<file path="src/fdiv_pkg.sv">
package fdiv_pkg;

	// float word layout
	localparam int word_w = 32; // float word and core mantissa width
	localparam int exp_w = 8; // biased exponent field
	localparam int frac_w = 23; // stored fraction, hidden one excluded
	localparam int ediff_w = 10; // signed exponent difference with bias
	localparam int cls_w = 2; // operand class code width

	localparam logic [ediff_w-1:0] exp_bias = 10'd127; // single precision bias
	localparam logic [exp_w-1:0] exp_max = 8'd255; // reserved exponent for inf and nan

	// newton-raphson core
	localparam int newton_iters = 3; // reciprocal refinements per divide
	localparam int iter_cnt_w = $clog2(newton_iters + 1); // counts 0..newton_iters
	localparam int seed_w = 8; // seed table entry width
	localparam int seed_idx_w = 4; // divisor bits that index the table

	// credit loops
	localparam int in_credits = 2; // queue depth, upstream starting credits
	localparam int qptr_w = (in_credits > 1) ? $clog2(in_credits) : 1;
	localparam int qcnt_w = $clog2(in_credits + 1); // fill level 0..depth
	localparam int out_credits_max = 3; // downstream credits held at most
	localparam int out_cnt_w = $clog2(out_credits_max + 1);

	// special results
	localparam logic [word_w-1:0] qnan_word = 32'h7fc0_0000; // canonical quiet nan

	// operand classes, denormals fold into zero
	localparam logic [cls_w-1:0] cls_zero = 2'd0;
	localparam logic [cls_w-1:0] cls_norm = 2'd1;
	localparam logic [cls_w-1:0] cls_inf = 2'd2;
	localparam logic [cls_w-1:0] cls_nan = 2'd3;

	// one float word, seen raw or as fields
	typedef union packed {
		logic [word_w-1:0] raw; // whole word as it travels on the ports
		struct packed {
			logic sign; // 1 = negative
			logic [exp_w-1:0] exp; // biased exponent
			logic [frac_w-1:0] frac; // fraction without hidden bit
		} fld;
	} fp_word_u;

endpackage

</file>
<file path="src/fdiv_unpack.sv">
module fdiv_unpack (
	input logic [fdiv_pkg::word_w-1:0] dividend, // raw float a
	input logic [fdiv_pkg::word_w-1:0] divisor, // raw float b
	output logic [fdiv_pkg::word_w-1:0] man_a, // .1xxx form for the core
	output logic [fdiv_pkg::word_w-1:0] man_b,
	output logic [fdiv_pkg::ediff_w-1:0] exp_diff, // ea - eb + bias, signed
	output logic sign, // quotient sign
	output logic [fdiv_pkg::cls_w-1:0] cls_a,
	output logic [fdiv_pkg::cls_w-1:0] cls_b
);

	fdiv_pkg::fp_word_u op_a; // dividend by fields
	fdiv_pkg::fp_word_u op_b; // divisor by fields

	// zero exponent flushes, all-ones splits into inf and nan
	function automatic logic [fdiv_pkg::cls_w-1:0] classify(input fdiv_pkg::fp_word_u w);
		logic [fdiv_pkg::cls_w-1:0] c;
		if (w.fld.exp == '0) begin
			c = fdiv_pkg::cls_zero; // denormal counts as zero
		end else if (w.fld.exp == fdiv_pkg::exp_max) begin
			c = (w.fld.frac != '0) ? fdiv_pkg::cls_nan : fdiv_pkg::cls_inf;
		end else begin
			c = fdiv_pkg::cls_norm;
		end
		return c;
	endfunction

	assign op_a.raw = dividend;
	assign op_b.raw = divisor;

	assign cls_a = classify(op_a);
	assign cls_b = classify(op_b);

	// hidden one on top, fraction below it, zero padding at the bottom
	assign man_a = {1'b1, op_a.fld.frac,
		{(fdiv_pkg::word_w - fdiv_pkg::frac_w - 1){1'b0}}};
	assign man_b = {1'b1, op_b.fld.frac,
		{(fdiv_pkg::word_w - fdiv_pkg::frac_w - 1){1'b0}}};

	// wraps as two's complement, range -126..380 fits
	assign exp_diff = {{(fdiv_pkg::ediff_w - fdiv_pkg::exp_w){1'b0}}, op_a.fld.exp}
		- {{(fdiv_pkg::ediff_w - fdiv_pkg::exp_w){1'b0}}, op_b.fld.exp}
		+ fdiv_pkg::exp_bias;

	assign sign = op_a.fld.sign ^ op_b.fld.sign; // also the sign of inf and zero results

endmodule

</file>
<file path="config.mk">
export PLATFORM = sky130hd
export DESIGN_NAME = fdiv_unpack
export DESIGN_NICKNAME = d
export VERILOG_FILES = /design/src/fdiv_pkg.sv /design/src/fdiv_unpack.sv
export SDC_FILE = /design/constraint.sdc
export NUM_CORES = 1
export LEC_CHECK = 0
export BUFFER_PORTS_ARGS = -buffer_cell sky130_fd_sc_hd__buf_4
export CORE_ASPECT_RATIO = 1.2
export CORE_MARGIN = 1
export CORE_UTILIZATION = 34
export DETAILED_ROUTE_END_ITERATION = 16
export GPL_TIMING_DRIVEN = 0
export PLACE_DENSITY = 0.82
export SLEW_MARGIN = 40
export SYNTH_ARGS = -nofsm -noshare
export SYNTH_HDL_FRONTEND = slang
export SYNTH_SLANG_ARGS = --single-unit
</file>
<file path="constraint.sdc">
create_clock -name vclk -period 1.69
set_input_delay 0 -clock vclk [all_inputs]
set_output_delay 0 -clock vclk [all_outputs]
set_load 0.02 [all_outputs]
</file>
==> results.md <==
- Commonest cells after routing, fill and taps aside: buf_4, conb_1, nor4_1
- # fillers: 319
- Die Height: 71.3 µm
- Hold Violations, Final: 0
- Vias per std cell: 4.50
- Worst setup margin: -0.320 ns
- Area of the multi-input gates: just over 1000 µm²
- Vias: 1746
- Die area: around 4300 µm²
- Initial antenna violation count: 0
- Width of the die: 59.7 µm
- Syn avg cell area: 7.27 µm²
- Cell count after synthesis: between 150 and 200
- Post-DP HPWL: 4.41 mm
- First-pass GRT wire length: 7.53 mm
- Total GRT Usage: about 22%
- Slew Viols, Final: 0
- Hold WC Path Type: in -> out
- IO Port Bufs: between 100 and 150
- Setup violations, final: 4
- RSZ-0062 raised after global routing: true
- Peak supply drop: 0.216 mV
- Design Power: 0.00106 W
- Area after DPL: 2470 µm²
- Clock buf count: 0
- Grt ovf: 0
- Pwr Density: 396 nW/µm²
- DRT antenna net count: 0
- Critical path arrival: about 2.0 ns
- Failing checks: negative setup slack
- Period utilization: 119%
- Hold depth: 3
- WL per Instance: 12.9 µm
- Max FO, Critical Path: 5
- Critical Path Sink Type: output port
- Area Growth Syn to Fin: 96.6%
- Routed wire length: 5.00 mm
- Share of layout cells above drive strength 1: 69.9%
- Minimum clock period: 2.01 ns
- Final Wtd Congestion: 0.929
- Sequential Area: 0 µm²
- Worst setup SP type: input pin
- Post-synthesis cell type count: 42
- Diode count: 0
- Initial DRC count: 69
- Synth warnings: 0
- Nets: 412
- Initial core utilization: between 30% and 40%
- F_max: around 500 MHz
- Placeable Area: between 3000 and 4000 µm²
- Synth Cell Area: around 1400 µm²
- Status: complete, but fails checks
- Pin count of the biggest net entering global routing: 10
- Hold slack: 0.278 ns
- Worst EP required: 1.69 ns
- Max-cap violation count: 0
- Ports: roughly 140
- Final instance area: between 2000 and 3000 µm²
- TritonRoute pass-1 iters: 4
- Sequential cell count: 0
- # rows: 24
- Critical path class: in -> out
- Leak: 1.37 nW
- Commonest non-fill, non-tap cell in the layout: buf_4
- Vias in the first global route: 1725
- DR DRC count: 0
- Seq/Total Area, Yosys: 0%
stage by stage:
step           setup TNS, ns  setup slack [ns]  utilization [%]  instances
3_5_place_dp           -1.69            -0.429             66.3        380
4_1_cts                -1.19            -0.361             70.1        387
5_1_grt                -1.37            -0.374             71.7        388
6_report              -0.997            -0.320             71.7        388
2_1_floorplan         -0.245            -0.190                -        203
3_3_place_gp           -1.44            -0.392             66.3        380
where the power goes:
part | internal [W] | switching, W
Sequential | 0 | 0
Clock | 0 | 0
Combinational | 0.000546 | 0.000513
Total | 0.000546 | 0.000513
cell families (layout without fill, tap and decap cells):
group | Yosys count | in the layout | synth area share [%]
fa+ha+maj | 10 | 10 | 9.21
other cells | 2 | 18 | 0.553
xor+xnor | 15 | 15 | 9.67
buf+inv | 78 | 211 | 40.1
mux | 2 | 2 | 2.39
compound gates | 25 | 25 | 15.7
simple gates | 55 | 55 | 22.4
Yosys cell counts, drive strengths merged:
cell type  instances  area, µm²
and2               2       15.0
a32oi              1       8.76
nand4              6       37.5
conb               2       7.51
nor2b              2       15.0
and2b              1       10.0
nand3              3       15.0
o211ai             1       12.5
or2                2       12.5
a311o              1       10.0
a21oi              6       41.3
nor4              14       87.6
xor2               8       70.1
nand2              7       26.3
nand3b             1       7.51
o21ai              3       15.0
o31a               3       35.0
inv               11       41.3
nor3               3       15.0
a21o               1       7.51
mux2i              2       32.5
nand4b             1       8.76
o21a               1       7.51
nor2              12       45.0
buf               67        504
a221oi             1       15.0
xnor2              7       61.3
nor4b              1       8.76
o221ai             1       8.76
o22ai              1       6.26
a211oi             4       35.0
o311a              1       10.0
ha                10        125
worst paths after layout:
check / startpoint / end / slack, ns
worst max-delay path: dividend[24] / exp_diff[6] / -0.32
worst min-delay path: dividend[31] / sign / 0.28
critical path, cell delays in order:
cell and delay (ns):
buf_6 0.10, ha_4 0.25, and2b_4 0.19, o31a_4 0.30
mux2i_4 0.21, o311a_1 0.33, a311o_1 0.31, xor2_2 0.16
buf_4 0.16
repair_timing:
action                                 CTS  global route
gates resized for setup                 21            15
setup buffers                            7             3
hold buffers                             0             0
setup endpoints to repair                6             6
endpoints found under the hold margin    0             0
pin swaps                                9            15
final cells by class:
type,instances,share of cell area [%]
Buffer,65,18.2
Inverter,11,1.83
Multi-Input combinational cell,125,38.6
Tap cell,52,2.44
Timing Repair Buffer,135,38.9
routing by layer:
layer / track usage [%] / vias to the layer above / share of wire [%]
met5: 0 / - / 0
met4: 1.55 / 0 / 0.58
met3: 3.25 / 4 / 7.4
met2: 44.9 / 89 / 55
met1: 24.8 / 784 / 37
li1: - / 869 / -
(Power assumes the default switching activity.)
