File: src/fdiv_pkg.sv
package fdiv_pkg;

	// float word layout
	localparam int word_w = 32; // float word and core mantissa width
	localparam int exp_w = 8; // biased exponent field
	localparam int frac_w = 23; // stored fraction, hidden one excluded
	localparam int ediff_w = 10; // signed exponent difference with bias
	localparam int cls_w = 2; // operand class code width

	localparam logic [ediff_w-1:0] exp_bias = 10'd127; // single precision bias
	localparam logic [exp_w-1:0] exp_max = 8'd255; // reserved exponent for inf and nan

	// newton-raphson core
	localparam int newton_iters = 3; // reciprocal refinements per divide
	localparam int iter_cnt_w = $clog2(newton_iters + 1); // counts 0..newton_iters
	localparam int seed_w = 8; // seed table entry width
	localparam int seed_idx_w = 4; // divisor bits that index the table

	// credit loops
	localparam int in_credits = 2; // queue depth, upstream starting credits
	localparam int qptr_w = (in_credits > 1) ? $clog2(in_credits) : 1;
	localparam int qcnt_w = $clog2(in_credits + 1); // fill level 0..depth
	localparam int out_credits_max = 3; // downstream credits held at most
	localparam int out_cnt_w = $clog2(out_credits_max + 1);

	// special results
	localparam logic [word_w-1:0] qnan_word = 32'h7fc0_0000; // canonical quiet nan

	// operand classes, denormals fold into zero
	localparam logic [cls_w-1:0] cls_zero = 2'd0;
	localparam logic [cls_w-1:0] cls_norm = 2'd1;
	localparam logic [cls_w-1:0] cls_inf = 2'd2;
	localparam logic [cls_w-1:0] cls_nan = 2'd3;

	// one float word, seen raw or as fields
	typedef union packed {
		logic [word_w-1:0] raw; // whole word as it travels on the ports
		struct packed {
			logic sign; // 1 = negative
			logic [exp_w-1:0] exp; // biased exponent
			logic [frac_w-1:0] frac; // fraction without hidden bit
		} fld;
	} fp_word_u;

endpackage

File: src/fdiv_round_pack.sv
module fdiv_round_pack (
	input logic [fdiv_pkg::word_w-1:0] quotient, // core output x.xxx
	input logic [fdiv_pkg::ediff_w-1:0] exp_diff, // biased, signed
	input logic sign,
	input logic [fdiv_pkg::cls_w-1:0] cls_a,
	input logic [fdiv_pkg::cls_w-1:0] cls_b,
	output logic [fdiv_pkg::word_w-1:0] result
);

	fdiv_pkg::fp_word_u res; // built by fields
	logic [fdiv_pkg::frac_w-1:0] frac_t; // truncated fraction
	logic rnd_bit; // first dropped bit
	logic [fdiv_pkg::frac_w:0] frac_r; // carry and rounded fraction
	logic signed [fdiv_pkg::ediff_w-1:0] exp_n; // after normalizing
	logic signed [fdiv_pkg::ediff_w-1:0] exp_r; // after rounding carry
	logic a_zero, a_inf, a_nan;
	logic b_zero, b_inf, b_nan;

	assign a_zero = (cls_a == fdiv_pkg::cls_zero);
	assign a_inf = (cls_a == fdiv_pkg::cls_inf);
	assign a_nan = (cls_a == fdiv_pkg::cls_nan);
	assign b_zero = (cls_b == fdiv_pkg::cls_zero);
	assign b_inf = (cls_b == fdiv_pkg::cls_inf);
	assign b_nan = (cls_b == fdiv_pkg::cls_nan);

	always_comb begin
		// quotient in [1, 2) keeps exponent, below 1 shifts left once
		if (quotient[fdiv_pkg::word_w-1]) begin
			frac_t = quotient[fdiv_pkg::word_w-2 -: fdiv_pkg::frac_w]; // bits 30..8
			rnd_bit = quotient[fdiv_pkg::word_w-2-fdiv_pkg::frac_w];
			exp_n = exp_diff;
		end else begin
			frac_t = quotient[fdiv_pkg::word_w-3 -: fdiv_pkg::frac_w]; // bits 29..7
			rnd_bit = quotient[fdiv_pkg::word_w-3-fdiv_pkg::frac_w];
			exp_n = exp_diff - 1'b1;
		end

		// half-up, carry out means 1.111.. rolled to 10.000..
		frac_r = {1'b0, frac_t} + {{fdiv_pkg::frac_w{1'b0}}, rnd_bit};
		exp_r = exp_n + {{(fdiv_pkg::ediff_w-1){1'b0}}, frac_r[fdiv_pkg::frac_w]};

		res.fld.sign = sign;
		res.fld.exp = exp_r[fdiv_pkg::exp_w-1:0];
		res.fld.frac = frac_r[fdiv_pkg::frac_w-1:0];

		if (a_nan || b_nan || (a_zero && b_zero) || (a_inf && b_inf)) begin
			res.raw = fdiv_pkg::qnan_word; // invalid, sign dropped
		end else if (a_inf || b_zero) begin
			res.fld.exp = fdiv_pkg::exp_max; // signed inf
			res.fld.frac = '0;
		end else if (a_zero || b_inf) begin
			res.fld.exp = '0; // signed zero
			res.fld.frac = '0;
		end else if (exp_r >= $signed({{(fdiv_pkg::ediff_w-fdiv_pkg::exp_w){1'b0}},
				fdiv_pkg::exp_max})) begin
			res.fld.exp = fdiv_pkg::exp_max; // overflow
			res.fld.frac = '0;
		end else if (exp_r <= 0) begin
			res.fld.exp = '0; // underflow flushed
			res.fld.frac = '0;
		end
	end

	assign result = res.raw;

endmodule

File: config.mk
export PLATFORM = sky130hd
export DESIGN_NAME = fdiv_round_pack
export DESIGN_NICKNAME = d
export VERILOG_FILES = /design/src/fdiv_pkg.sv /design/src/fdiv_round_pack.sv
export SDC_FILE = /design/constraint.sdc
export NUM_CORES = 1
export LEC_CHECK = 0
export ABC_AREA = 0
export CAP_MARGIN = 30
export CELL_PAD_IN_SITES_DETAIL_PLACEMENT = 0
export CELL_PAD_IN_SITES_GLOBAL_PLACEMENT = 1
export CORE_ASPECT_RATIO = 0.75
export CORE_UTILIZATION = 40
export DETAILED_ROUTE_END_ITERATION = 12
export DONT_BUFFER_PORTS = 1
export GPL_TIMING_DRIVEN = 0
export PLACE_DENSITY_LB_ADDON = 0.1
export SYNTH_ARGS = -nofsm -noshare
export SYNTH_HDL_FRONTEND = slang
export SYNTH_SLANG_ARGS = --single-unit
File: constraint.sdc
create_clock -name vclk -period 7.5
set_input_delay 1.5 -clock vclk [all_inputs]
set_output_delay 1.5 -clock vclk [all_outputs]
set_load 0.01 [all_outputs]
==> flow_summary.rst <==
.. list-table::
   :header-rows: 1

   * - Metric
     - Value
   * - Status
     - finished, final reports clean
   * - Slowest CP cell
     - sky130_fd_sc_hd__a2bb2oi_1
   * - Number of top-level pins
     - a little under 80
   * - Areal power density over the cells
     - around 43 mW/mm^2
   * - Largest vdd supply drop
     - roughly 0.016 mV
   * - Final period utilization
     - 0.9683
   * - Worst Hold Path Cells
     - 2
   * - Worst min path class
     - in -> out
   * - CP Buf/Inv Count
     - 6
   * - Final core occ
     - 0.4525
   * - Beginning of the critical path
     - quotient[31]
   * - Width of the chip
     - slightly below 90 um
   * - Filler Cells Inserted
     - 565
   * - Die area
     - between 0.005 and 0.006 mm^2
   * - Area share of the largest cell type after synthesis
     - 0.1021
   * - Required time reported for the critical path endpoint
     - about 6 ns
   * - Maximum number of pins on one net before global-route repair
     - 20
   * - Hold_buf cts
     - 0
   * - Via count of the first global-routing pass
     - between 2000 and 2500
   * - Power, Total
     - around 0.10 mW
   * - Cell area after layout
     - ~0.0024 mm^2
   * - Number of instances in the synthesized netlist
     - just over 300
   * - Count of nets left with antenna violations after detail routing
     - 0
   * - Worst Max-Slew Pin Slew
     - approximately 0.8 ns
   * - Hold Vio Cnt, Final
     - 0
   * - Post-Synthesis Net Count
     - 360
   * - Top cells by area in the synthesized netlist
     - sky130_fd_sc_hd__xnor2_1, sky130_fd_sc_hd__nor4_2, sky130_fd_sc_hd__xor2_1
   * - Port Buf Inserts
     - 0
   * - Final-stage net count
     - 364
   * - Part of the Yosys area used for sequential elements
     - 0
   * - Met3 demand-to-capacity share in global routing
     - 0.02107
   * - GR Layer Usage met1
     - 0.3504
   * - Ant diodes
     - 0
   * - Count leader, synth
     - sky130_fd_sc_hd__nand2_1
   * - Leakage power
     - between 0.7 and 0.8 nW
   * - Detail-routed via count per cell
     - slightly above 6
   * - Final setup violation count
     - 0
   * - Slack of the critical path
     - 0.2380 ns
   * - Maximum single-stage delay on the critical path
     - 0.31 ns
   * - # rows
     - 23
   * - Global-route wire length before repair
     - slightly above 10000 um
   * - Number of antenna violations at the first check in global routing
     - 0
   * - Count of unresolved DRC violations after routing
     - 0
   * - Data arrival, critical path
     - 5.76 ns
   * - Final critical-path required period
     - around 7.3 ns
   * - Post-synth top cells
     - sky130_fd_sc_hd__nand2_1, sky130_fd_sc_hd__xnor2_1, sky130_fd_sc_hd__xor2_1
   * - Global-route met2 utilization
     - 0.3260
   * - Routability congestion estimate from global placement
     - 0.8157
   * - Setup crit end kind
     - output port
   * - MaxCap Viol Count
     - 0
   * - Number of design-rule violations left by the first detailed-router iteration
     - 84
   * - Worst setup path category
     - in -> out
   * - Placed Area
     - between 0.002 and 0.0025 mm^2
   * - Post-Synthesis Cell Area
     - roughly 0.0022 mm^2
   * - Fraction of final layout cells sized beyond drive strength 1
     - 0.1935
   * - Sum of overflow across all layers after global routing
     - 0
   * - Cell breakdown of the critical path
     - buf_2, buf_6, clkbuf_2, mux2_2, ha_1, nand2_1, a2111oi_4, buf_4, nand4_1, and4b_1, ha_1, ha_1, o31ai_2, or2_1, xnor2_2, a41o_1, buf_6, buf_6, a2bb2oi_1
   * - Syn Area/Cell
     - 7.239 um^2
   * - Total half-perimeter wirelength after legalization and detailed placement
     - around 5400 um
   * - Number of clock buffer instances in the layout
     - 0
   * - Post-synthesis cell type with the largest combined area
     - sky130_fd_sc_hd__xnor2_1
   * - Setup Slack @ Placement
     - -1.159 ns
   * - Core region area
     - 0.005353 mm^2
   * - Vert. Die Dim
     - around 67 um
   * - Most congested layer reported by global routing
     - met1
   * - Kind of start point of the critical path
     - input pin
   * - Max Slew Vio Count
     - 0
   * - Detailed-route wire length per cell
     - 17.49 um
   * - Drt total wl
     - 6733 um
   * - Cell class contributing the biggest share of worst-path delay
     - buffers and inverters
   * - End point of the critical path
     - result[23]
   * - Number of vias in the routed layout
     - roughly 2400
   * - Number of distinct library cells after synthesis
     - 60
   * - Combined flip-flop and latch cell area
     - 0 um^2
   * - Worst relative slew slack
     - 0.4793
   * - Iteration count of the initial detailed-routing pass
     - 4
   * - Post-route worst hold slack
     - 3.146 ns
   * - Number of warning messages in the yosys log
     - 0
   * - Layout overhead on the synthesized area
     - 8.642%
   * - Largest driver fanout on the critical path
     - 19
   * - FMAX
     - ~140 MHz
   * - Total Routing Usage GR
     - 0.2199
   * - Initial core utilization
     - 0.4165
   * - Instance count on the critical path
     - 19
   * - Sequential cells
     - 0
   * - Area used by multi-input combinational logic
     - 0.002100 mm^2
## per-layer routing
layer / share of wire / vias up
met4: 0 / 0
li1: - / 1174
met1: 0.52 / 1120
met3: 0.062 / 0
met2: 0.42 / 64
met5: 0 / -
## placed cells by master (no fill, tap or decap), drive strengths merged, types with 4 or more instances in the layout
cell type  count
o211ai        11
a31oi          6
nor4          28
nand4         14
mux2i         11
a21oi          8
a2bb2oi        4
mux2           4
buf           16
nor2          14
nor3           6
ha             5
o21ai         11
inv           12
xnor2         26
or3            5
nand2         27
clkbuf        15
nand3         17
nor2b          4
nand2b         5
xor2          19
nor4b          5
## logic make-up (layout without fill, tap and decap cells)
logic type / after synthesis / in the layout / share of synthesized area
AND/OR/NAND/NOR: 143 / 143 / 0.4237
XOR/XNOR: 45 / 45 / 0.1768
AO/OA/AOI/OAI: 59 / 59 / 0.2138
adder cells (fa/ha/maj): 5 / 5 / 0.02806
multiplexers: 15 / 15 / 0.06959
buffers and inverters: 41 / 43 / 0.08810
## power breakdown
part | switching [mW] | total [mW] | internal [mW]
sequential | 0 | 0 | 0
combinational | 0.0643 | 0.105 | 0.0402
clock | 0 | 0 | 0
total | 0.0643 | 0.105 | 0.0402
## layout make-up
cell class / instances / share of cell area
inverter: 12 / 0.01860
timing repair buffer: 3 / 0.009298
buffer: 28 / 0.06663
tap: 75 / 0.03874
multi-input combinational: 267 / 0.8667
## per-stage QoR
step	instances	TNS [ns]
CTS	383	0
detailed placement	383	-31.00
floorplan	308	0
global route	385	-0.03355
global placement	383	-29.60
finish	385	0
## worst min-delay path by stage
| stage | start | to | slack [ns] |
|---|---|---|---|
| 3_3_place_gp | cls_a[0] | result[22] | 3.15 |
| 4_1_cts | sign | result[31] | 3.15 |
| 6_report | cls_a[0] | result[22] | 3.15 |
| 2_1_floorplan | cls_a[0] | result[22] | 3.14 |
| 3_5_place_dp | sign | result[31] | 3.15 |
| 5_1_grt | sign | result[31] | 3.16 |
## repair_timing
item                       in CTS  in global routing
pin swaps                       2                  3
buffers inserted                1                  2
setup endpoints to repair      31                 27
resized for setup               6                 12
Note: power is estimated with default switching activity, not from simulation.
