`src/fdiv_pkg.sv`:
```
package fdiv_pkg;

	// float word layout
	localparam int word_w = 32; // float word and core mantissa width
	localparam int exp_w = 8; // biased exponent field
	localparam int frac_w = 23; // stored fraction, hidden one excluded
	localparam int ediff_w = 10; // signed exponent difference with bias
	localparam int cls_w = 2; // operand class code width

	localparam logic [ediff_w-1:0] exp_bias = 10'd127; // single precision bias
	localparam logic [exp_w-1:0] exp_max = 8'd255; // reserved exponent for inf and nan

	// newton-raphson core
	localparam int newton_iters = 3; // reciprocal refinements per divide
	localparam int iter_cnt_w = $clog2(newton_iters + 1); // counts 0..newton_iters
	localparam int seed_w = 8; // seed table entry width
	localparam int seed_idx_w = 4; // divisor bits that index the table

	// credit loops
	localparam int in_credits = 2; // queue depth, upstream starting credits
	localparam int qptr_w = (in_credits > 1) ? $clog2(in_credits) : 1;
	localparam int qcnt_w = $clog2(in_credits + 1); // fill level 0..depth
	localparam int out_credits_max = 3; // downstream credits held at most
	localparam int out_cnt_w = $clog2(out_credits_max + 1);

	// special results
	localparam logic [word_w-1:0] qnan_word = 32'h7fc0_0000; // canonical quiet nan

	// operand classes, denormals fold into zero
	localparam logic [cls_w-1:0] cls_zero = 2'd0;
	localparam logic [cls_w-1:0] cls_norm = 2'd1;
	localparam logic [cls_w-1:0] cls_inf = 2'd2;
	localparam logic [cls_w-1:0] cls_nan = 2'd3;

	// one float word, seen raw or as fields
	typedef union packed {
		logic [word_w-1:0] raw; // whole word as it travels on the ports
		struct packed {
			logic sign; // 1 = negative
			logic [exp_w-1:0] exp; // biased exponent
			logic [frac_w-1:0] frac; // fraction without hidden bit
		} fld;
	} fp_word_u;

endpackage

```
`src/fdiv_credit_queue.sv`:
```
module fdiv_credit_queue (
	input logic clk,
	input logic rst,
	input logic in_valid, // one pair per pulse, sender holds a credit
	input logic [fdiv_pkg::word_w-1:0] dividend,
	input logic [fdiv_pkg::word_w-1:0] divisor,
	output logic in_credit, // one pulse per drained entry
	input logic q_pop, // head consumed by the core
	output logic q_valid, // head entry present
	output logic [fdiv_pkg::word_w-1:0] q_dividend,
	output logic [fdiv_pkg::word_w-1:0] q_divisor,
	input logic out_credit, // downstream frees one slot
	input logic out_spend, // one result sent
	output logic out_avail // at least one output credit held
);

	logic [fdiv_pkg::word_w-1:0] mem_a [fdiv_pkg::in_credits]; // dividend slots
	logic [fdiv_pkg::word_w-1:0] mem_b [fdiv_pkg::in_credits]; // divisor slots
	logic [fdiv_pkg::qptr_w-1:0] head; // oldest entry
	logic [fdiv_pkg::qptr_w-1:0] tail; // next free slot
	logic [fdiv_pkg::qcnt_w-1:0] fill; // entries held
	logic [fdiv_pkg::out_cnt_w-1:0] out_cnt; // downstream credits on hand

	assign q_valid = (fill != '0);
	assign q_dividend = mem_a[head]; // head is read in place
	assign q_divisor = mem_b[head];
	assign out_avail = (out_cnt != '0);

	// slot storage, written at the tail
	always_ff @(posedge clk) begin
		if (in_valid) begin
			mem_a[tail] <= dividend;
			mem_b[tail] <= divisor;
		end
	end

	// pointers, fill level and the returned credit
	always_ff @(posedge clk or negedge rst) begin
		if (!rst) begin
			head <= '0;
			tail <= '0;
			fill <= '0;
			in_credit <= 1'b0;
		end else begin
			in_credit <= q_pop; // credit goes back one cycle after the pop
			if (in_valid) begin
				tail <= (tail == fdiv_pkg::in_credits - 1) ? '0 : tail + 1'b1; // wrap
			end
			if (q_pop) begin
				head <= (head == fdiv_pkg::in_credits - 1) ? '0 : head + 1'b1;
			end
			case ({in_valid, q_pop})
				2'b10: fill <= fill + 1'b1;
				2'b01: fill <= fill - 1'b1;
				default: fill <= fill; // both or neither, level unchanged
			endcase
		end
	end

	// output credit counter
	always_ff @(posedge clk or negedge rst) begin
		if (!rst) begin
			out_cnt <= '0; // downstream grants before anything is sent
		end else begin
			case ({out_credit, out_spend})
				2'b10: begin
					if (out_cnt != fdiv_pkg::out_credits_max) begin
						out_cnt <= out_cnt + 1'b1; // saturate at the limit
					end
				end
				2'b01: out_cnt <= out_cnt - 1'b1;
				default: out_cnt <= out_cnt; // grant and spend cancel
			endcase
		end
	end

endmodule

```
`config.mk`:
```
export PLATFORM = sky130hd
export DESIGN_NAME = fdiv_credit_queue
export DESIGN_NICKNAME = d
export VERILOG_FILES = /design/src/fdiv_pkg.sv /design/src/fdiv_credit_queue.sv
export SDC_FILE = /design/constraint.sdc
export NUM_CORES = 1
export LEC_CHECK = 0
export ABC_AREA = 1
export BUFFER_PORTS_ARGS = -buffer_cell sky130_fd_sc_hd__buf_2
export CAP_MARGIN = 10
export CORE_MARGIN = 2
export CORE_UTILIZATION = 50
export DETAILED_ROUTE_END_ITERATION = 10
export MAX_ROUTING_LAYER = met4
export PLACE_DENSITY_LB_ADDON = 0.3
export SYNTH_ARGS = -nofsm -noshare
export SYNTH_HDL_FRONTEND = slang
export SYNTH_SLANG_ARGS = --single-unit
```
`constraint.sdc`:
```
create_clock -name clk -period 4.6 [get_ports clk]
set_input_delay 0.92 -clock clk [delete_from_list [all_inputs] [get_ports clk]]
set_output_delay 0.92 -clock clk [all_outputs]
set_load 0.05 [all_outputs]
```
==> results.py, run 1 <==
metrics = {
    "critical_path": {
        "cpMaxStageDelayCell": "dfrtp_4",
        "cp_max_fo": 65,
        "worstSetupPathType": "flip-flop to primary output",
        "worst_setup_path_end_kind": "primary output",
        "r2r-start": "tail",
        "startpoint": "head",
        "arrival_ps": 2330,
        "cp.required_ps": 3680,
        "r2r_slack_ps": 2620,
        "critPathMaxStageDelay_ps": 1150,
        "cp_cell_sequence": "mux2_2 -> buf_2",
        "cp-start-kind": "flip-flop",
    },
    "routing": {
        "wl_per_cell_microns": 15.8,
        "vias": 2606,
        "drtIter0Drc": 99,
        "finalWirelength_microns": 8570,
        "drc_errors": 0,
        "postRouteAntennaNets": 0,
        "drt-pass1-iter-count": 6,
        "drt-vias-per-instance": 4.82,
    },
    "timing": {
        "layout_setup_ws_ps": 1350,
        "finalSetupTns_ps": 0,
        "finClkSkew_ps": 9.72,
        "finalHoldViolCount": 0,
        "period_share": 0.707,
        "final_max_slew_viol_count": 0,
        "worst-slew-pin-transition_ps": 1120,
        "rsz0062_at_grt": "false",
        "min_period_ps": 3250,
        "timing.fmax_mhz": 308,
        "max_slew_margin": 0.253,
        "setup_viol": 0,
    },
    "synth": {
        "ys_seq_elements": 135,
        "ys_seq_area_frac": 0.777,
        "synth_nets": 314,
        "syn-cell-area_sq_um": 5170,
        "ys_warn_count": 0,
        "avgSynthCellArea_sq_um": 21.3,
        "synth_cells": 243,
        "synth.distinct_cells": 15,
    },
    "global_routing": {
        "grt.overflow.total": 0,
        "antenna_found_initial": 1,
        "grt_pass1_wl_microns": 12900,
        "grt_pass1_vias": 2641,
        "grt.total_usage": 0.161,
        "grt_max_degree": 66,
    },
    "floorplan": {
        "dieArea_sq_um": 11200,
        "row_count": 37,
        "die_h_microns": 106,
        "die_width_microns": 106,
        "initial_core_util": 0.508,
        "coreArea_sq_um": 10200,
        "ioPinCount": 137,
    },
    "pwr": {
        "p_leak_uw": 0.00270,
        "powerDensity_nw_per_um2": 756,
        "peakVddDrop_mv": 0.548,
    },
    "place": {
        "gp_congestion": 0.692,
        "place_hpwl_microns": 5420,
        "pre_cts_ws_ps": 1830,
        "post_dp_cell_area_sq_um": 5980,
        "port_buffers": 136,
    },
    "clocking": {
        "ctsResizeCount": 0,
        "cts_buffers": 17,
        "cts_tree": "done",
        "insertion_delay_ps": 490,
        "post_cts_buffers": 0,
        "cts.sinks": 135,
        "path_clk_slew_ps": 60,
        "holdBufCountCts": 0,
        "clockRootBuffer": "clkbuf_8",
        "htreeDepth": 4,
        "clk_path_buf_depth": 2,
    },
    "layout": {
        "fin_area_sq_um": 6580,
        "utilization": 0.646,
        "layout-drive-gt1-share": 0.579,
        "area_growth_pct": 27.2,
        "final_nets": 464,
    },
    "hold_path": {
        "hold_class": "primary input to async pin",
    },
    "status": {
        "status": "complete, no violations",
    },
    "flow_run": {
        "drv_cap": 0,
    },
}
logic make-up after synthesis:
logic type                 Yosys count  synth area share
adders and majority gates            1           0.00242
AOI/OAI and AO/OA                    1          0.000967
xor gates and xnor gates             3           0.00508
muxes                               64             0.176
buffers and inverters               17            0.0213
and+or+nand+nor                     22            0.0177
DFF                                135             0.777
through the flow:
| step | cells | hold slack (ps) | power [uW] |
|---|---|---|---|
| final | 541 | 260 | 4970 |
| after global routing | 541 | 238 | 5160 |
| after CTS | 540 | 231 | 5030 |
| after detailed placement | 510 | 472 | 3670 |
| after global placement | 510 | 452 | 3640 |
| after floorplan | 243 | 442 | 3350 |
report_power, final:
part / internal, uW / switching (uW) / leakage, uW
registers: 1630 / 211 / 0.00128
logic: 596 / 1180 / 0.00113
clock network: 875 / 473 / 0.000287
flip-flops by register name, summed over array words and instances, names as in the netlist:
signal     count
mem_a         64
mem_b         64
fill           2
out_cnt        2
head           1
in_credit      1
tail           1
layout make-up:
| class | count | area, sq um |
|---|---|---|
| fill | 738 | 3610 |
| antenna | 1 | 2.50 |
| inverter | 10 | 37.5 |
| sequential | 135 | 4020 |
| clock buffer | 18 | 418 |
| tap | 136 | 170 |
| clock inverter | 12 | 180 |
| multi-input combinational | 91 | 1050 |
| timing repair buffer | 138 | 696 |
worst paths after layout:
check,cells past startpoint,endpoint
setup / recovery,2,q_dividend[13]
setup reg to reg,3,mem_b[1][5]
min in group clk,2,fill[1]
max in group asynchronous,1,head
hold / removal,1,out_cnt[1]
hold reg to reg,2,fill[1]
cells in the mapped netlist:
cell type | number | area [sq um]
edfxtp_1 | 128 | 3840
xnor2_1 | 1 | 8.76
nand2_1 | 16 | 60.1
nand4_1 | 2 | 12.5
nand3_1 | 3 | 15.0
mux2_2 | 14 | 158
o21ai_0 | 1 | 5.00
inv_1 | 10 | 37.5
mux2_4 | 50 | 751
nor2_1 | 1 | 3.75
ha_1 | 1 | 12.5
buf_6 | 6 | 67.6
buf_2 | 1 | 5.00
dfrtp_1 | 7 | 175
xor2_1 | 2 | 17.5
per-layer routing:
metal | routed length, microns | global-route usage | up-vias
met3 | 542 | 0.0489 | 12
li1 | - | - | 1237
met1 | 3390 | 0.172 | 1263
met5 | 0 | - | -
met2 | 4520 | 0.276 | 94
met4 | 116 | 0.0695 | 0
cells in the final DEF (no fill, tap or decap), drive strengths merged:
| master | Yosys | final |
|---|---|---|
| buf | 7 | 138 |
| edfxtp | 128 | 128 |
| mux2 | 64 | 64 |
| clkbuf | 0 | 18 |
| nand2 | 16 | 16 |
| inv | 10 | 10 |
| dfrtp | 7 | 7 |
| clkinv | 0 | 6 |
| bufinv | 0 | 4 |
| nand3 | 3 | 3 |
| xor2 | 2 | 2 |
| nand4 | 2 | 2 |
| clkinvlp | 0 | 2 |
| diode | 0 | 1 |
| nor2 | 1 | 1 |
| xnor2 | 1 | 1 |
| o21ai | 1 | 1 |
| ha | 1 | 1 |
worst max-delay path: cells and delay by family, from the launching register on:
family	cells	cell delay [ps]
DFF	1	1150
muxes	1	420
buffers and inverters	1	210
No activity file was read; power rests on OpenSTA's default activity.
==> run 2: changes to the inputs <==
Settings changed: ABC_AREA 1 to 0.
Clock period 4.6 ns to 3.1 ns, I/O delays scaled along.
==> run 2 against run 1 <==
Worst hold slack improved by 22 ps. Largest power group is now combinational logic. Clock skew about the same. Synthesized area decreased by 0.63%. First-iteration DRC count rose by 1.0%. Routed wire length is essentially flat. Cell count fell by 2.0%.
==> results.py, run 2 <==
metrics = {
    "synth": {
        "ys_warn_count": 0,
        "syn-cell-area_sq_um": 5140,
        "synth_cells": 227,
        "avgSynthCellArea_sq_um": 22.6,
        "synthArstFlopShare": 0.0519,
        "synth_nets": 298,
        "synth_top_cell_by_area": "edfxtp_1",
        "ys_seq_elements": 135,
        "synth.distinct_cells": 19,
        "yosys-top-cells-count": "edfxtp_1, mux2_4, mux2_2",
        "synthDominantCellAreaShare": 0.748,
        "synth_area_leaders": "edfxtp_1, mux2_4, dfrtp_1",
        "ys_seq_area_frac": 0.782,
        "synth-edff-count": 128,
        "yosys_most_used_dff": "edfxtp_1",
        "synth_most_common_cell": "edfxtp_1",
    },
    "floorplan": {
        "die_h_microns": 105,
        "ioPinCount": 137,
        "coreArea_sq_um": 10100,
        "initial_core_util": 0.507,
        "die_width_microns": 105,
        "dieArea_sq_um": 11100,
        "row_count": 37,
    },
    "clocking": {
        "cts.sinks": 135,
        "cts_buffers": 17,
        "cts_tree": "done",
        "post_cts_buffers": 0,
        "path_clk_slew_ps": 60,
        "insertion_delay_ps": 500,
        "clk_path_buf_depth": 2,
        "clockRootBuffer": "clkbuf_8",
        "htreeDepth": 4,
    },
    "place": {
        "post_dp_cell_area_sq_um": 5990,
        "pre_cts_ws_ps": 731,
        "gp_congestion": 0.734,
        "place_hpwl_microns": 5580,
        "placed_cells": 497,
        "port_buffers": 136,
    },
    "pwr": {
        "internal-power_uw": 4510,
        "power_frac_comb": 0.379,
        "switching_share": 0.378,
        "pwr-share-clk": 0.256,
        "peakVddDrop_mv": 0.558,
        "p_leak_uw": 0.00264,
        "p_switching_uw": 2730,
        "p_seq_frac": 0.364,
        "powerDensity_nw_per_um2": 1100,
    },
    "global_routing": {
        "grt.overflow.total": 0,
        "grt.total_usage": 0.167,
        "antenna_found_initial": 0,
        "grt_pass1_wl_microns": 13200,
        "grt_pass1_vias": 2620,
        "grt_max_degree": 41,
    },
    "timing": {
        "final_max_slew_viol_count": 0,
        "finalSetupTns_ps": 0,
        "min_period_ps": 2870,
        "finClkSkew_ps": 9.27,
        "worst-slew-pin-transition_ps": 638,
        "layout_setup_ws_ps": 232,
        "finalHoldViolCount": 0,
        "timing.fmax_mhz": 349,
        "max_slew_margin": 0.575,
        "period_share": 0.925,
        "rsz0062_at_grt": "false",
        "setup_viol": 0,
    },
    "layout": {
        "largestRegisters": "mem_a (64), mem_b (64)",
        "area_growth_pct": 27.7,
        "utilization": 0.647,
        "mostFrequentLayoutCell": "buf_2",
        "final_nets": 452,
        "layout-drive-gt1-share": 0.602,
        "stdcell_count": 530,
        "fin_area_sq_um": 6560,
        "layout_common_cells": "buf_2, edfxtp_1, mux2_4",
        "diodes": 0,
    },
    "critical_path": {
        "cp_max_fo": 36,
        "worst_setup_path_end_kind": "primary output",
        "cp.required_ps": 2480,
        "arrival_ps": 2250,
        "cp-start-kind": "flip-flop",
        "worstSetupPathType": "flip-flop to primary output",
    },
    "hold_path": {
        "hold_class": "primary input to flip-flop",
    },
    "routing": {
        "postRouteAntennaNets": 0,
        "wl_per_cell_microns": 16.2,
        "drc_errors": 0,
        "drt-pass1-iter-count": 5,
        "vias": 2573,
        "drtIter0Drc": 100,
        "drt-vias-per-instance": 4.85,
        "finalWirelength_microns": 8580,
    },
    "flow_run": {
        "drv_cap": 0,
    },
    "status": {
        "status": "complete, no violations",
    },
}
==> run 2: changes by cell type after synthesis, sizes merged, moves of 2 or more <==
cell,change
nor2,+2
nand2,-15
nand4,-2
inv,-8
nand3,-3
nor2b,+2
==> run 2: layout make-up <==
cell class | count | area [sq um]
Timing Repair Buffer | 142 | 753
Clock inverter | 9 | 103
Fill cell | 718 | 3580
Tap cell | 136 | 170
Sequential cell | 135 | 4020
Multi-Input combinational cell | 83 | 1050
Clock buffer | 23 | 457
Inverter | 2 | 7.51
==> run 2: what timing repair did <==
| action | 4_1_cts | 5_1_grt |
|---|---|---|
| gates resized for setup | 0 | 0 |
| hold endpoints to repair | 7 | 0 |
| hold buffers | 1 | 0 |
==> run 2: layer usage <==
metal / part of all wire / GRT usage / routed length [microns]
met5: 0 / - / 0
met1: 0.40 / 0.183 / 3390
met3: 0.061 / 0.0581 / 521
met4: 0.0092 / 0.0695 / 79
met2: 0.53 / 0.278 / 4590
==> run 2: power groups by stage <==
stage | logic, uW | registers (uW) | clock network, uW
floorplan | 2400 | 2540 | 0
global placement | 2760 | 2660 | 0
detailed placement | 2770 | 2680 | 0
CTS | 2770 | 2650 | 1900
global route | 2850 | 2690 | 1980
finish | 2750 | 2640 | 1850
==> run 2: kinds of logic (layout without fill, tap and decap cells) <==
logic type,count (synthesis),count (layout),share of synthesized area
DFF,135,135,0.782
muxes,65,65,0.179
and+or+nand+nor,9,9,0.00925
buffers and inverters,9,176,0.0156
xor gates and xnor gates,5,5,0.00852
AOI/OAI and AO/OA,3,3,0.00365
adders and majority gates,1,1,0.00243
==> run 2: path summary, 6_finish.rpt <==
check | start | end | slack, ps | cells after the start
min in group asynchronous | rst | out_cnt[1] | 500 | 2
min reg2reg | fill[1] | fill[1] | 460 | 1
max | head | q_dividend[13] | 230 | 3
max in group asynchronous | rst | head | 2420 | 2
min | q_pop | in_credit | 280 | 1
max reg2reg | tail | mem_a[1][9] | 1420 | 2
==> run 2: critical path, stage by stage, from the launching register on <==
cell and delay (ps):
dfrtp_4 850, buf_4 330, mux2_2 350, buf_2 210
==> run 2: per-stage QoR <==
step	power (uW)	hold slack, ps
4_1_cts	7330	249
2_1_floorplan	4940	324
5_1_grt	7520	251
3_5_place_dp	5450	456
6_report	7240	282
3_3_place_gp	5410	453
==> run 3: changes to the inputs <==
Settings changed: REMOVE_ABC_BUFFERS from default to 1.
==> run 3 against run 2 <==
Routed wire length fell by 2.1%. Sequential power fell by 2%. Worst hold slack worse by 8.4 ps. Sequential share of layout area hardly changed. Sequential cell count unchanged. Critical path type unchanged.
==> results.py, run 3 (same netlist as run 2, synthesis figures left out) <==
metrics = {
    "critical_path": {
        "cp.required_ps": 2480,
        "path_buf_inv": 2,
        "cp_cell_sequence": "buf_4 -> mux2_2 -> buf_2",
        "worstSetupPathType": "flip-flop to primary output",
        "worst_setup_path_end_kind": "primary output",
        "cp-start-kind": "flip-flop",
        "critPathTopFamily": "flip-flops",
        "cp_max_fo": 18,
        "cpMaxStageDelayCell": "dfrtp_4",
        "r2r_slack_ps": 1500,
        "rr_endpoint": "mem_b[1][11]",
        "arrival_ps": 2100,
        "r2r-start": "tail",
        "critPathMaxStageDelay_ps": 620,
        "r2r_cells": 1,
    },
    "pwr": {
        "power_frac_comb": 0.387,
        "finalPower_uw": 7260,
        "powerDensity_nw_per_um2": 1110,
        "p_switching_uw": 2720,
        "p_leak_uw": 0.00264,
        "pwr-share-clk": 0.257,
        "p_seq_frac": 0.356,
        "peakVddDrop_mv": 0.454,
        "switching_share": 0.375,
        "internal-power_uw": 4540,
    },
    "timing": {
        "finClkSkew_ps": 6.46,
        "finalHoldViolCount": 0,
        "setup_viol": 0,
        "max_slew_margin": 0.408,
        "period_share": 0.876,
        "final_max_slew_viol_count": 0,
        "timing.fmax_mhz": 368,
        "min_period_ps": 2720,
        "holdWs_ps": 274,
        "rsz0062_at_grt": "false",
        "worst-slew-pin-transition_ps": 889,
    },
    "layout": {
        "utilization": 0.648,
        "fin_area_sq_um": 6570,
        "layout_common_cells": "buf_2, edfxtp_1, mux2_4",
        "fillCellCount": 749,
        "mostFrequentLayoutCell": "buf_2",
        "final_nets": 451,
        "diodes": 0,
        "area_growth_pct": 27.7,
        "stdcell_count": 527,
        "layout-drive-gt1-share": 0.596,
        "largestRegisters": "mem_a (64), mem_b (64)",
    },
    "floorplan": {
        "coreArea_sq_um": 10100,
        "row_count": 37,
        "ioPinCount": 137,
        "initial_core_util": 0.507,
        "dieArea_sq_um": 11100,
        "die_h_microns": 105,
        "die_width_microns": 105,
    },
    "place": {
        "placed_cells": 496,
        "post_dp_cell_area_sq_um": 6000,
        "port_buffers": 136,
        "place_hpwl_microns": 5560,
        "gp_congestion": 0.700,
    },
    "status": {
        "status": "complete, no violations",
    },
    "clocking": {
        "path_clk_slew_ps": 60,
        "clockRootBuffer": "clkbuf_8",
        "cts_tree": "done",
        "htreeDepth": 4,
        "clk_path_buf_depth": 2,
        "insertion_delay_ps": 500,
        "cts.sinks": 135,
        "cts_buffers": 17,
        "ctsResizeCount": 0,
    },
    "routing": {
        "drtIter0Drc": 78,
        "drc_errors": 0,
        "postRouteAntennaNets": 0,
        "wl_per_cell_microns": 15.9,
        "drt-vias-per-instance": 4.83,
        "finalWirelength_microns": 8400,
        "vias": 2545,
        "drt-pass1-iter-count": 4,
    },
    "global_routing": {
        "grt_pass1_wl_microns": 12900,
        "grt.total_usage": 0.162,
        "grt_max_degree": 65,
        "grt.overflow.total": 0,
        "antenna_found_initial": 0,
        "grt_pass1_vias": 2629,
    },
    "hold_path": {
        "hp-start": "q_pop",
        "hold_class": "primary input to flip-flop",
        "hold_depth": 1,
        "min_to": "in_credit",
    },
    "flow_run": {
        "drv_cap": 0,
    },
}
run 3: changes by cell type in the layout (fill, tap and decap cells not counted), sizes merged:
cell,delta
clkbuf,-4
bufinv,+1
clkinv,+1
buf,-1
run 3: per-layer routing:
| layer | wire length, microns | vias to the layer above | part of all wire | GRT usage |
|---|---|---|---|---|
| li1 | - | 1197 | - | - |
| met1 | 3470 | 1241 | 0.41 | 0.183 |
| met2 | 4300 | 91 | 0.51 | 0.267 |
| met3 | 516 | 16 | 0.061 | 0.0550 |
| met4 | 112 | 0 | 0.013 | 0.0648 |
| met5 | 0 | - | 0 | - |
run 3: final cells by class:
| cell class | count | area, sq um | area share |
|---|---|---|---|
| Clock buffer | 19 | 422 | 0.0642 |
| Clock inverter | 11 | 134 | 0.0204 |
| Inverter | 2 | 7.51 | 0.00114 |
| Multi-Input combinational cell | 83 | 1050 | 0.160 |
| Sequential cell | 135 | 4020 | 0.613 |
| Tap cell | 136 | 170 | 0.0259 |
| Timing Repair Buffer | 141 | 758 | 0.115 |
run 3: repair_timing:
| item | 4_1_cts | 5_1_grt |
|---|---|---|
| hold endpoints to repair | 7 | 0 |
| buffers inserted | 0 | 0 |
| hold buffers | 1 | 0 |
run 3: worst max-delay path by stage:
stage | cells past startpoint | slack, ps | end | start
after global routing | 3 | 270 | q_divisor[31] | head
after global placement | 3 | 910 | q_dividend[5] | head
after floorplan | 2 | -720 | mem_a[0][0] | in_valid
after detailed placement | 3 | 880 | q_dividend[9] | head
after CTS | 3 | 340 | q_dividend[9] | head
final | 3 | 380 | q_dividend[22] | head
run 3: power by group through the flow:
stage	Sequential, uW	Combinational [uW]	Clock, uW
after floorplan	2710	2220	0
after global placement	2600	2820	0
after detailed placement	2630	2840	0
after CTS	2590	2840	1910
after global routing	2620	2930	1990
final	2580	2800	1870
run 3: through the flow:
step	TNS [ps]	worst slack, ps
after floorplan	-65160	-721
after global placement	0	908
after detailed placement	0	882
after CTS	0	337
after global routing	0	270
final	0	384
